===== config.mk =====
export PLATFORM = sky130hd
export DESIGN_NAME = mem_subsys_top
export DESIGN_NICKNAME = d
export VERILOG_FILES = /design/src/rtl/mem_pkg.sv /design/src/rtl/l2_req_if.sv /design/src/rtl/mem_subsys_top.sv /design/src/rtl/l2_cache.sv /design/src/rtl/flush_sequencer.sv /design/src/rtl/l1_mem_arbiter.sv
export VERILOG_INCLUDE_DIRS = /design/src /design/src/rtl
export SDC_FILE = /design/constraint.sdc
export NUM_CORES = 2
export LEC_CHECK = 0
export BUFFER_PORTS_ARGS = -buffer_cell sky130_fd_sc_hd__buf_2
export CORE_MARGIN = 8
export CORE_UTILIZATION = 65
export CTS_CLUSTER_SIZE = 25
export DETAILED_ROUTE_END_ITERATION = 10
export HOLD_SLACK_MARGIN = 0.15
export PLACE_DENSITY_LB_ADDON = 0.15
export SLEW_MARGIN = 20
export SYNTH_ARGS = -nofsm -noshare
export SYNTH_HDL_FRONTEND = slang
export SYNTH_SLANG_ARGS = --single-unit

===== constraint.sdc =====
create_clock -name clk -period 41.7 [get_ports clk]
set_clock_uncertainty 0.15 [all_clocks]
set_input_delay 8.34 -clock clk [delete_from_list [all_inputs] [get_ports clk]]
set_output_delay 8.34 -clock clk [all_outputs]
set_load 0.005 [all_outputs]

===== src/rtl/mem_consts.svh =====
`ifndef MEM_CONSTS_SVH
`define MEM_CONSTS_SVH

`define MEM_ADDR_W     32
`define MEM_LINE_W     128
`define LG_LINE_BYTES  4   // byte offset bits within a line

`define L2_LINES       16
`define LG_L2_LINES    4

// external memory response window, in cycles after mem_req_valid
`define MEM_LAT_MIN    3
`define MEM_LAT_MAX    8

`endif

===== src/rtl/mem_pkg.sv =====
`default_nettype none

`include "mem_consts.svh"

package mem_pkg;

   typedef logic [`MEM_ADDR_W-1:0] addr_t;   // byte address
   typedef logic [`MEM_LINE_W-1:0] line_t;

   // address split: tag | index | byte offset
   typedef logic [`LG_L2_LINES-1:0] l2_idx_t;
   typedef logic [`MEM_ADDR_W-`LG_L2_LINES-`LG_LINE_BYTES-1:0] l2_tag_t;

   typedef enum logic {
      MEM_LOAD  = 1'b0,
      MEM_STORE = 1'b1
   } mem_op_t;

   typedef enum logic [1:0] {
      ARB_IDLE = 2'd0,
      GNT_L1D  = 2'd1,
      GNT_L1I  = 2'd2
   } arb_state_t;

   typedef enum logic [2:0] {
      FLUSH_IDLE = 3'd0,
      WAIT_BOTH  = 3'd1,
      GOT_L1D    = 3'd2,   // l1d side complete
      GOT_L1I    = 3'd3,   // l1i side complete
      FLUSH_L2   = 3'd4
   } flush_state_t;

endpackage

`default_nettype wire


===== src/rtl/l2_req_if.sv =====
`default_nettype none

interface l2_req_if;
   import mem_pkg::*;

   logic    req_valid;       // one-cycle strobe
   addr_t   req_addr;
   mem_op_t req_op;
   line_t   req_store_data;

   logic    rsp_valid;       // one-cycle strobe
   line_t   rsp_load_data;   // only meaningful on loads

   modport arbiter (
      output req_valid, req_addr, req_op, req_store_data,
      input  rsp_valid, rsp_load_data
   );

   modport cache (
      input  req_valid, req_addr, req_op, req_store_data,
      output rsp_valid, rsp_load_data
   );

endinterface

`default_nettype wire


===== src/rtl/mem_subsys_top.sv =====
`default_nettype none

module mem_subsys_top (
   input  logic              clk,
   input  logic              reset,
   input  logic              l1d_req_valid,
   input  mem_pkg::addr_t    l1d_req_addr,
   input  mem_pkg::mem_op_t  l1d_req_op,
   input  mem_pkg::line_t    l1d_req_store_data,
   output logic              l1d_rsp_valid,
   input  logic              l1i_req_valid,
   input  mem_pkg::addr_t    l1i_req_addr,
   output logic              l1i_rsp_valid,
   output mem_pkg::line_t    l1_rsp_load_data,
   input  logic              l1d_flush_req,
   input  logic              l1i_flush_req,
   input  logic              l1d_flush_done,
   input  logic              l1i_flush_done,
   output logic              in_flush_mode,
   output logic              mem_req_valid,
   output mem_pkg::addr_t    mem_req_addr,
   output mem_pkg::mem_op_t  mem_req_op,
   output mem_pkg::line_t    mem_req_store_data,
   input  logic              mem_rsp_valid,
   input  mem_pkg::line_t    mem_rsp_load_data
);

   logic l2_flush_req;
   logic l2_flush_done;

   l2_req_if l2_bus ();

   l1_mem_arbiter i_arbiter (
      .clk                (clk),
      .reset              (reset),
      .l1d_req_valid      (l1d_req_valid),
      .l1d_req_addr       (l1d_req_addr),
      .l1d_req_op         (l1d_req_op),
      .l1d_req_store_data (l1d_req_store_data),
      .l1i_req_valid      (l1i_req_valid),
      .l1i_req_addr       (l1i_req_addr),
      .in_flush_mode      (in_flush_mode),
      .l1d_rsp_valid      (l1d_rsp_valid),
      .l1i_rsp_valid      (l1i_rsp_valid),
      .l2                 (l2_bus.arbiter)
   );

   flush_sequencer i_flush_seq (
      .clk            (clk),
      .reset          (reset),
      .l1d_flush_req  (l1d_flush_req),
      .l1i_flush_req  (l1i_flush_req),
      .l1d_flush_done (l1d_flush_done),
      .l1i_flush_done (l1i_flush_done),
      .l2_flush_done  (l2_flush_done),
      .l2_flush_req   (l2_flush_req),
      .in_flush_mode  (in_flush_mode)
   );

   l2_cache i_l2_cache (
      .clk                (clk),
      .reset              (reset),
      .l1                 (l2_bus.cache),
      .l2_flush_req       (l2_flush_req),
      .l2_flush_done      (l2_flush_done),
      .mem_req_valid      (mem_req_valid),
      .mem_req_addr       (mem_req_addr),
      .mem_req_op         (mem_req_op),
      .mem_req_store_data (mem_req_store_data),
      .mem_rsp_valid      (mem_rsp_valid),
      .mem_rsp_load_data  (mem_rsp_load_data)
   );

   // both l1s share the response data, qualified by their own strobe
   assign l1_rsp_load_data = l2_bus.rsp_load_data;

endmodule

`default_nettype wire


===== src/rtl/l2_cache.sv =====
`default_nettype none

`include "mem_consts.svh"

module l2_cache (
   input  logic              clk,
   input  logic              reset,
   l2_req_if.cache           l1,
   input  logic              l2_flush_req,
   output logic              l2_flush_done,
   output logic              mem_req_valid,
   output mem_pkg::addr_t    mem_req_addr,
   output mem_pkg::mem_op_t  mem_req_op,
   output mem_pkg::line_t    mem_req_store_data,
   input  logic              mem_rsp_valid,
   input  mem_pkg::line_t    mem_rsp_load_data
);
   import mem_pkg::*;

   l2_tag_t                r_tag_arr [`L2_LINES];
   line_t                  r_data_arr [`L2_LINES];
   logic [`L2_LINES-1:0]   r_valid;

   // registered request
   logic    r_lookup;
   addr_t   r_addr;
   mem_op_t r_op;
   line_t   r_store_data;

   logic    r_mem_wait;
   logic    r_mem_req_valid;
   logic    r_rsp_valid;
   line_t   r_rsp_data;

   logic    r_flushing;
   l2_idx_t r_flush_idx;
   logic    r_flush_done;

   l2_idx_t w_idx;
   l2_tag_t w_tag;
   logic    w_hit;
   logic    w_fill;

   assign w_idx = r_addr[`LG_LINE_BYTES +: `LG_L2_LINES];
   assign w_tag = r_addr[`MEM_ADDR_W-1:`LG_LINE_BYTES+`LG_L2_LINES];
   assign w_hit = r_valid[w_idx] && (r_tag_arr[w_idx] == w_tag);
   assign w_fill = r_mem_wait && mem_rsp_valid && (r_op == MEM_LOAD);

   always_ff @(posedge clk)
   begin
      if (reset)
      begin
         r_lookup <= 1'b0;
         r_mem_wait <= 1'b0;
         r_mem_req_valid <= 1'b0;
         r_rsp_valid <= 1'b0;
         r_valid <= '0;
         r_flushing <= 1'b0;
         r_flush_idx <= '0;
         r_flush_done <= 1'b0;
      end
      else
      begin
         r_lookup <= l1.req_valid;
         r_mem_req_valid <= 1'b0;
         r_rsp_valid <= 1'b0;
         r_flush_done <= 1'b0;

         if (r_lookup)
         begin
            if (w_hit && (r_op == MEM_LOAD))
               r_rsp_valid <= 1'b1;
            else
            begin
               // load miss or any store goes out to memory
               r_mem_req_valid <= 1'b1;
               r_mem_wait <= 1'b1;
            end
         end

         if (r_mem_wait && mem_rsp_valid)
         begin
            r_mem_wait <= 1'b0;
            r_rsp_valid <= 1'b1;
            if (w_fill)
               r_valid[w_idx] <= 1'b1;
         end

         if (l2_flush_req)
         begin
            r_flushing <= 1'b1;
            r_flush_idx <= '0;
         end
         else if (r_flushing)
         begin
            r_valid[r_flush_idx] <= 1'b0;   // invalidate only, nothing dirty
            r_flush_idx <= r_flush_idx + 1'b1;
            if (r_flush_idx == l2_idx_t'(`L2_LINES-1))
            begin
               r_flushing <= 1'b0;
               r_flush_done <= 1'b1;
            end
         end
      end
   end

   always_ff @(posedge clk)
   begin
      if (l1.req_valid)
      begin
         r_addr <= l1.req_addr;
         r_op <= l1.req_op;
         r_store_data <= l1.req_store_data;
      end

      if (r_lookup && w_hit)
      begin
         r_rsp_data <= r_data_arr[w_idx];
         if (r_op == MEM_STORE)
            r_data_arr[w_idx] <= r_store_data;   // store hit updates in place
      end

      if (w_fill)
      begin
         r_tag_arr[w_idx] <= w_tag;
         r_data_arr[w_idx] <= mem_rsp_load_data;
         r_rsp_data <= mem_rsp_load_data;
      end
   end

   assign l1.rsp_valid = r_rsp_valid;
   assign l1.rsp_load_data = r_rsp_data;

   assign mem_req_valid = r_mem_req_valid;
   assign mem_req_addr = {w_tag, w_idx, {`LG_LINE_BYTES{1'b0}}};   // line aligned
   assign mem_req_op = r_op;
   assign mem_req_store_data = r_store_data;

   assign l2_flush_done = r_flush_done;

endmodule

`default_nettype wire


===== src/rtl/flush_sequencer.sv =====
`default_nettype none

module flush_sequencer (
   input  logic clk,
   input  logic reset,
   input  logic l1d_flush_req,
   input  logic l1i_flush_req,
   input  logic l1d_flush_done,
   input  logic l1i_flush_done,
   input  logic l2_flush_done,
   output logic l2_flush_req,
   output logic in_flush_mode
);
   import mem_pkg::*;

   flush_state_t r_state, n_state;
   logic         r_l2_flush_req, n_l2_flush_req;

   always_comb
   begin
      n_state = r_state;
      n_l2_flush_req = 1'b0;

      case (r_state)
         FLUSH_IDLE:
         begin
            // an l1 not asked to flush counts as already done
            if (l1d_flush_req && l1i_flush_req)
               n_state = WAIT_BOTH;
            else if (l1d_flush_req)
               n_state = GOT_L1I;
            else if (l1i_flush_req)
               n_state = GOT_L1D;
         end
         WAIT_BOTH:
         begin
            if (l1d_flush_done && l1i_flush_done)
            begin
               n_state = FLUSH_L2;
               n_l2_flush_req = 1'b1;
            end
            else if (l1d_flush_done)
               n_state = GOT_L1D;
            else if (l1i_flush_done)
               n_state = GOT_L1I;
         end
         GOT_L1D:
         begin
            if (l1i_flush_done)
            begin
               if (l1d_flush_req)
                  n_state = GOT_L1I;   // late l1d request still owed
               else
               begin
                  n_state = FLUSH_L2;
                  n_l2_flush_req = 1'b1;
               end
            end
            else if (l1d_flush_req)
               n_state = WAIT_BOTH;
         end
         GOT_L1I:
         begin
            if (l1d_flush_done)
            begin
               if (l1i_flush_req)
                  n_state = GOT_L1D;
               else
               begin
                  n_state = FLUSH_L2;
                  n_l2_flush_req = 1'b1;
               end
            end
            else if (l1i_flush_req)
               n_state = WAIT_BOTH;
         end
         FLUSH_L2:
         begin
            if (l2_flush_done)
               n_state = FLUSH_IDLE;
         end
         default:
            n_state = FLUSH_IDLE;
      endcase
   end

   always_ff @(posedge clk)
   begin
      if (reset)
      begin
         r_state <= FLUSH_IDLE;
         r_l2_flush_req <= 1'b0;
      end
      else
      begin
         r_state <= n_state;
         r_l2_flush_req <= n_l2_flush_req;
      end
   end

   assign l2_flush_req = r_l2_flush_req;
   assign in_flush_mode = (r_state != FLUSH_IDLE);

endmodule

`default_nettype wire


===== src/rtl/l1_mem_arbiter.sv =====
`default_nettype none

module l1_mem_arbiter (
   input  logic              clk,
   input  logic              reset,
   input  logic              l1d_req_valid,
   input  mem_pkg::addr_t    l1d_req_addr,
   input  mem_pkg::mem_op_t  l1d_req_op,
   input  mem_pkg::line_t    l1d_req_store_data,
   input  logic              l1i_req_valid,
   input  mem_pkg::addr_t    l1i_req_addr,
   input  logic              in_flush_mode,
   output logic              l1d_rsp_valid,
   output logic              l1i_rsp_valid,
   l2_req_if.arbiter         l2
);
   import mem_pkg::*;

   arb_state_t r_state, n_state;
   logic       r_l1d_pend, n_l1d_pend;
   logic       r_l1i_pend, n_l1i_pend;
   logic       r_last_gnt, n_last_gnt;
   logic       r_req_valid, n_req_valid;

   addr_t      r_l1d_addr;
   mem_op_t    r_l1d_op;
   line_t      r_l1d_data;
   addr_t      r_l1i_addr;

   always_comb
   begin
      n_state = r_state;
      n_last_gnt = r_last_gnt;
      n_l1d_pend = r_l1d_pend | l1d_req_valid;
      n_l1i_pend = r_l1i_pend | l1i_req_valid;
      n_req_valid = 1'b0;
      l1d_rsp_valid = 1'b0;
      l1i_rsp_valid = 1'b0;

      case (r_state)
         ARB_IDLE:
         begin
            if (!in_flush_mode)
            begin
               if (n_l1d_pend && n_l1i_pend)
               begin
                  // contested: last grant bit decides, then flips
                  n_state = r_last_gnt ? GNT_L1D : GNT_L1I;
                  n_last_gnt = !r_last_gnt;
               end
               else if (n_l1d_pend)
               begin
                  n_state = GNT_L1D;
               end
               else if (n_l1i_pend)
               begin
                  n_state = GNT_L1I;
               end

               if (n_state == GNT_L1D)
               begin
                  n_l1d_pend = 1'b0;
                  n_req_valid = 1'b1;
               end
               else if (n_state == GNT_L1I)
               begin
                  n_l1i_pend = 1'b0;
                  n_req_valid = 1'b1;
               end
            end
         end
         GNT_L1D:
         begin
            if (l2.rsp_valid)
            begin
               l1d_rsp_valid = 1'b1;
               n_state = ARB_IDLE;
            end
         end
         GNT_L1I:
         begin
            if (l2.rsp_valid)
            begin
               l1i_rsp_valid = 1'b1;
               n_state = ARB_IDLE;
            end
         end
         default:
         begin
            n_state = ARB_IDLE;
         end
      endcase
   end

   always_ff @(posedge clk)
   begin
      if (reset)
      begin
         r_state <= ARB_IDLE;
         r_l1d_pend <= 1'b0;
         r_l1i_pend <= 1'b0;
         r_last_gnt <= 1'b0;   // icache wins the first tie
         r_req_valid <= 1'b0;
      end
      else
      begin
         r_state <= n_state;
         r_l1d_pend <= n_l1d_pend;
         r_l1i_pend <= n_l1i_pend;
         r_last_gnt <= n_last_gnt;
         r_req_valid <= n_req_valid;
      end
   end

   // request payload captured with its strobe
   always_ff @(posedge clk)
   begin
      if (l1d_req_valid)
      begin
         r_l1d_addr <= l1d_req_addr;
         r_l1d_op <= l1d_req_op;
         r_l1d_data <= l1d_req_store_data;
      end
      if (l1i_req_valid)
      begin
         r_l1i_addr <= l1i_req_addr;
      end
   end

   assign l2.req_valid = r_req_valid;
   assign l2.req_addr = (r_state == GNT_L1I) ? r_l1i_addr : r_l1d_addr;
   assign l2.req_op = (r_state == GNT_L1I) ? MEM_LOAD : r_l1d_op;   // icache only loads
   assign l2.req_store_data = r_l1d_data;

endmodule

`default_nettype wire


# == After elaboration in Yosys (flattened, before gate mapping) ==
# Memory sizes are Yosys's and may differ from the RTL's. A register that Yosys moved wholly into a read port is not among the register bits.
# Cells that the tools add are included.
# totals
ff_bits,519
in_bits,330
memories,2
ram_bits,2432
output_inout_bits,293
wordCells,154
# memory_table
memory,words,width,read_ports,rd_clocked_by_memory_dff,wr,line,source
i_l2_cache.r_data_arr,16,128,1,1,1,l2_cache.sv:21,line_t r_data_arr [`L2_LINES];
i_l2_cache.r_tag_arr,16,24,1,1,1,l2_cache.sv:20,l2_tag_t r_tag_arr [`L2_LINES];
# classes
n_reduce_logical,25
bitwise_logic,12
eq_ne,17
add_sub_neg,1
muxes,69
order_cmp,4
# op_table
op,n
$mux 128,2
$mux 16,5
$mux 3,13
$mux 1,33
$mux 32,1
$eq 24x24->1,1
$and 16x16->16,1
$mux 2,8
$not 16->16,1
$or 16x16->16,1
$pmux 3 s5,1
$logic_and 1x1->1,10
$lt 4x5->1 const B,2
$demux 1 s4,2
$ge 4x1->1 const B,2
$ne 4x3->1 const B,2
$reduce_or 2->1,4
$eq 3x2->1 const B,2
$ne 3x3->1 const B,2
$not 1->1,6
$reduce_or 3->1,2
$reduce_and 5->1,1
$add 4x1->4 const B,1
$bmux 1 s4,1
18 further kinds,24

# == Logic depth before layout (Yosys ltp) ==
# depth
ltp_word,11
mapped_depth,14
depth_no_buf,8

# == Hierarchy ==
# From an unflattened synthesis, not the netlist that was laid out.
# unflattened
cells_unflattened,5013
hier_area_um2,115578.3
# by_module_without_submodules
mod,cells_each,area_per_inst_um2,n_inst
l2_cache,4705,108724.3,1
l1_mem_arbiter,269,6537.5,1
flush_sequencer,39,316.6,1

# == Worst setup path before layout ==
# No wires, ideal clock.
# synth_path
path_type,input to register
startpoint,in mem_rsp_valid
endpoint,reg (tool-made name)
path_buffers,3
setup_slack_ns,23.594
arrival_time_ns,17.049
cell_stages,6
path_cell_list,nand2_1 or2_2 clkbuf_1 clkbuf_1 clkbuf_1 o21ai_1
# synth_rtl
item,line,source
start: declaration,mem_subsys_top.sv:24,"input logic mem_rsp_valid,"

# == Final worst setup path ==
# layout_path
startpoint,in mem_rsp_valid
endpoint,mem i_l2_cache.r_data_arr[0][107] (netlist bit) (enable)
# layout_via
elab_chain_cells,5
# layout_rtl
item,line,source
$logic_and 1x1->1 (2 in series),l2_cache.sv:47,assign w_fill = r_mem_wait && mem_rsp_valid && (r_op == MEM_LOAD);
$mux 1,l2_cache.sv:123,if (w_fill)
$mux 1 (not written as such),l2_cache.sv:126,r_data_arr[w_idx] <= mem_rsp_load_data;
$or 1x1->1 (no line),--,
end: declaration,l2_cache.sv:21,
# Every way passes these cells.

==> impl_metrics.ini <==
[worst_setup_path]
r2r_cells = 12
worstPathRequired_ns = 42.05
cp-start-kind = primary input
rrSetupSlack_ns = 34.60
timing.rr.end = i_l2_cache.r_data_arr[2][104]
arrival_ns = 12.32
startpoint = mem_rsp_valid
critical_path_class = primary input to register
critPathCapture = i_l2_cache.r_data_arr[0][107]
endpoint_kind = register
path_max_fanout = 74

[place]
place_ws_ns = 28.87
place.detailed.hpwl_um = 139000
io_buffers = 610
gp_congestion = 0.761

[detailed_routing]
via_count = 54600
drt_first_iter_violations = 6405
via_per_inst = 6.54
ant_nets = 0
drc = 0
routedWlPerCell_um = 32.3
drtPass1Iterations = 6
drt_wl_total_um = 270000

[layout]
layout_common_cells = edfxtp_1, mux4_2, buf_2
drive_gt1_frac = 0.341
seq_area_sq_um = 91800
nFillCells = 9427
final_common_cell = edfxtp_1
finish.utilization = 0.743
multi_input_area_sq_um = 22600
fin_nets = 6118
synthToLayoutAreaGrowth_pct = 13.5

[global_routing]
grt_start_max_net_pins = 144
grt_pass1_wl_um = 392000
globalRoute.totalOverflow = 0
grt_pass1_vias = 57400
grt_use_total = 0.281
antenna_found_initial = 10

[synth]
synth_warnings = 0
synth_top_flop_cell = edfxtp_1
async_reset_ff_frac = 0
synth.largest_area_cell = edfxtp_1
ys_ff_latch = 3071
yosys-top-cells-area = edfxtp_1, mux4_2, mux2_2, nand2_1, dfxtp_1
synthesis.area_sq_um = 115000
synthCells = 4988
avgSynthCellArea_sq_um = 23.1
synth_edf_count = 3031
synth_top_cell_area_share = 0.790
ys_types = 63
ys_seq_area_frac = 0.797

[sta]
fin_hold_ws_ns = 0.233
relSlewSlack = 0.204
final.setup.tns_ns = 0
min_period_over_period = 0.287
period_needed_ns = 11.97
rsz0062_at_grt = false
slew_viol_final = 0
fmax_mhz = 83.6
setup_ws_ns = 29.73
worstMarginPinSlew_ns = 1.19
hold_viol = 0
finalSetupViolCount = 0

[clock_network]
hold_buffers = 0
clk_pin_slew_ns = 0.06
clockBufferDepth = 4
cts_setup_buffers = 0
cts.sink_count = 3071
cts_resized = 0
clkLatencyLatePin_ns = 0.93
cts-root-buf = clkbuf_16
cts-buffers-inserted = 310
cts_tree = yes
cts_max_level = 5

[floorplanning]
coreArea_sq_um = 176000
placementRows = 154
io_pins = 623
die_h_um = 437
dieArea_sq_um = 191000
die_w_um = 437
start_util = 0.654

[pwr]
clockPowerShare = 0.381
leakage_nw = 42.8
swShare = 0.223
intPower_mw = 5.34
ir_drop_mv = 0.0538
power.density_nw_per_um2 = 52.6
p_sw_mw = 1.53
pwr-share-seq = 0.523
comb_power_share = 0.096
p_total_mw = 6.87

[outcome]
outcome = complete, no violations

[hold_path]
min_path_type = register to register

[run]
cap_violations = 0
-- layer usage --
metal / part of all wire / vias up / wire [um] / track usage
met5: 0.000052 / - / 14 / 0
met4: 0.033 / 4 / 9000 / 0.0918
met3: 0.083 / 528 / 22400 / 0.0446
met2: 0.52 / 2915 / 141000 / 0.482
met1: 0.36 / 28800 / 97000 / 0.376
li1: - / 22400 / - / -
-- state kept, by name (all words and copies together) (netlist names), 3 cells and up, named ones only --
register,count
i_arbiter.r_l1d_addr,28
i_l2_cache.r_flush_idx,4
i_l2_cache.r_valid,16
i_l2_cache.mem_req_store_data,128
i_l2_cache.r_tag_arr,384
i_l2_cache.r_addr,28
i_arbiter.r_l1i_addr,28
i_flush_seq.r_state,3
i_l2_cache.r_data_arr,2048
i_arbiter.l2.req_store_data,128
-- layout make-up --
| class | count | area share |
|---|---|---|
| Sequential cell | 3071 | 0.702 |
| Multi-Input combinational cell | 1658 | 0.172 |
| Clock buffer | 388 | 0.0635 |
| Timing Repair Buffer | 715 | 0.0304 |
| Tap cell | 2340 | 0.0224 |
| Clock inverter | 142 | 0.00836 |
| Inverter | 23 | 0.000698 |
| Antenna cell | 7 | 0.000134 |
-- worst max-delay path, stage by stage --
cell and delay (ns):
buf_2 0.09, nand2_1 0.06, or2_4 0.47, inv_6 0.70, nand2_1 0.42, nor2_2 0.20, o21bai_4 0.13, buf_4 0.84
buf_4 0.94
-- kinds of logic (layout without fill, tap and decap cells) --
| kind of cell | after synthesis | in the layout | synth area share |
|---|---|---|---|
| multiplexers | 956 | 956 | 0.163 |
| adder cells (fa/ha/maj) | 9 | 9 | 0.000977 |
| XOR/XNOR | 43 | 43 | 0.00327 |
| flip-flops | 3071 | 3071 | 0.797 |
| AO/OA/AOI/OAI | 84 | 84 | 0.00592 |
| AND/OR/NAND/NOR | 562 | 562 | 0.0204 |
| other | 1 | 11 | 0.0000325 |
| buffers and inverters | 262 | 1268 | 0.00973 |
-- power groups by stage --
stage / clock (mW) / sequential [mW] / combinational, mW
after global placement: 0 / 3.66 / 0.646
after global routing: 2.76 / 3.60 / 0.708
after floorplan: 0 / 3.65 / 0.458
after detailed placement: 0 / 3.66 / 0.662
final: 2.62 / 3.60 / 0.660
after CTS: 2.65 / 3.60 / 0.671
-- cells in the mapped netlist (3+ instances only) --
| cell | count |
|---|---|
| edfxtp_1 | 3031 |
| mux4_2 | 720 |
| nand2_1 | 415 |
| mux2_2 | 177 |
| clkbuf_1 | 148 |
| mux2i_1 | 59 |
| buf_1 | 55 |
| nor2_1 | 45 |
| dfxtp_1 | 40 |
| xnor2_1 | 27 |
| inv_1 | 22 |
| nand3_1 | 22 |
| buf_2 | 16 |
| xor2_1 | 16 |
| nor2b_1 | 15 |
| nand2b_1 | 14 |
| nor3_1 | 14 |
| a211oi_1 | 13 |
| buf_4 | 12 |
| ha_1 | 9 |
| o22ai_1 | 9 |
| a221oi_1 | 8 |
| and2_1 | 8 |
| nand4_1 | 7 |
| a21oi_1 | 6 |
| a22oi_1 | 6 |
| buf_6 | 6 |
| o21bai_1 | 6 |
| o31ai_1 | 6 |
| a311oi_1 | 4 |
| or2_2 | 4 |
| a211o_1 | 3 |
| a22o_1 | 3 |
| nand3b_1 | 3 |
| nor4_1 | 3 |
| o211a_1 | 3 |
-- metrics by stage --
stage	instance area, sq um	std cells
after floorplan	115000	4991
after global placement	121000	7807
after detailed placement	121000	7807
after CTS	131000	8337
after global routing	131000	8342
final	131000	8344
-- worst min-delay path by stage --
stage | start | endpoint | slack [ns] | depth (start not counted)
2_1_floorplan | i_arbiter.l2.req_store_data[0] | i_l2_cache.mem_req_store_data[0] | 0.25 | 0
3_3_place_gp | i_arbiter.l2.req_store_data[79] | i_l2_cache.mem_req_store_data[79] | 0.25 | 0
3_5_place_dp | i_arbiter.l2.req_store_data[69] | i_l2_cache.mem_req_store_data[69] | 0.25 | 0
5_1_grt | i_arbiter.l2.req_store_data[83] | i_l2_cache.mem_req_store_data[83] | 0.24 | 0
6_report | i_arbiter.l2.req_store_data[83] | i_l2_cache.mem_req_store_data[83] | 0.23 | 0
4_1_cts | i_arbiter.l2.req_store_data[83] | i_l2_cache.mem_req_store_data[83] | 0.24 | 0
No activity file was read; power rests on OpenSTA's default activity.
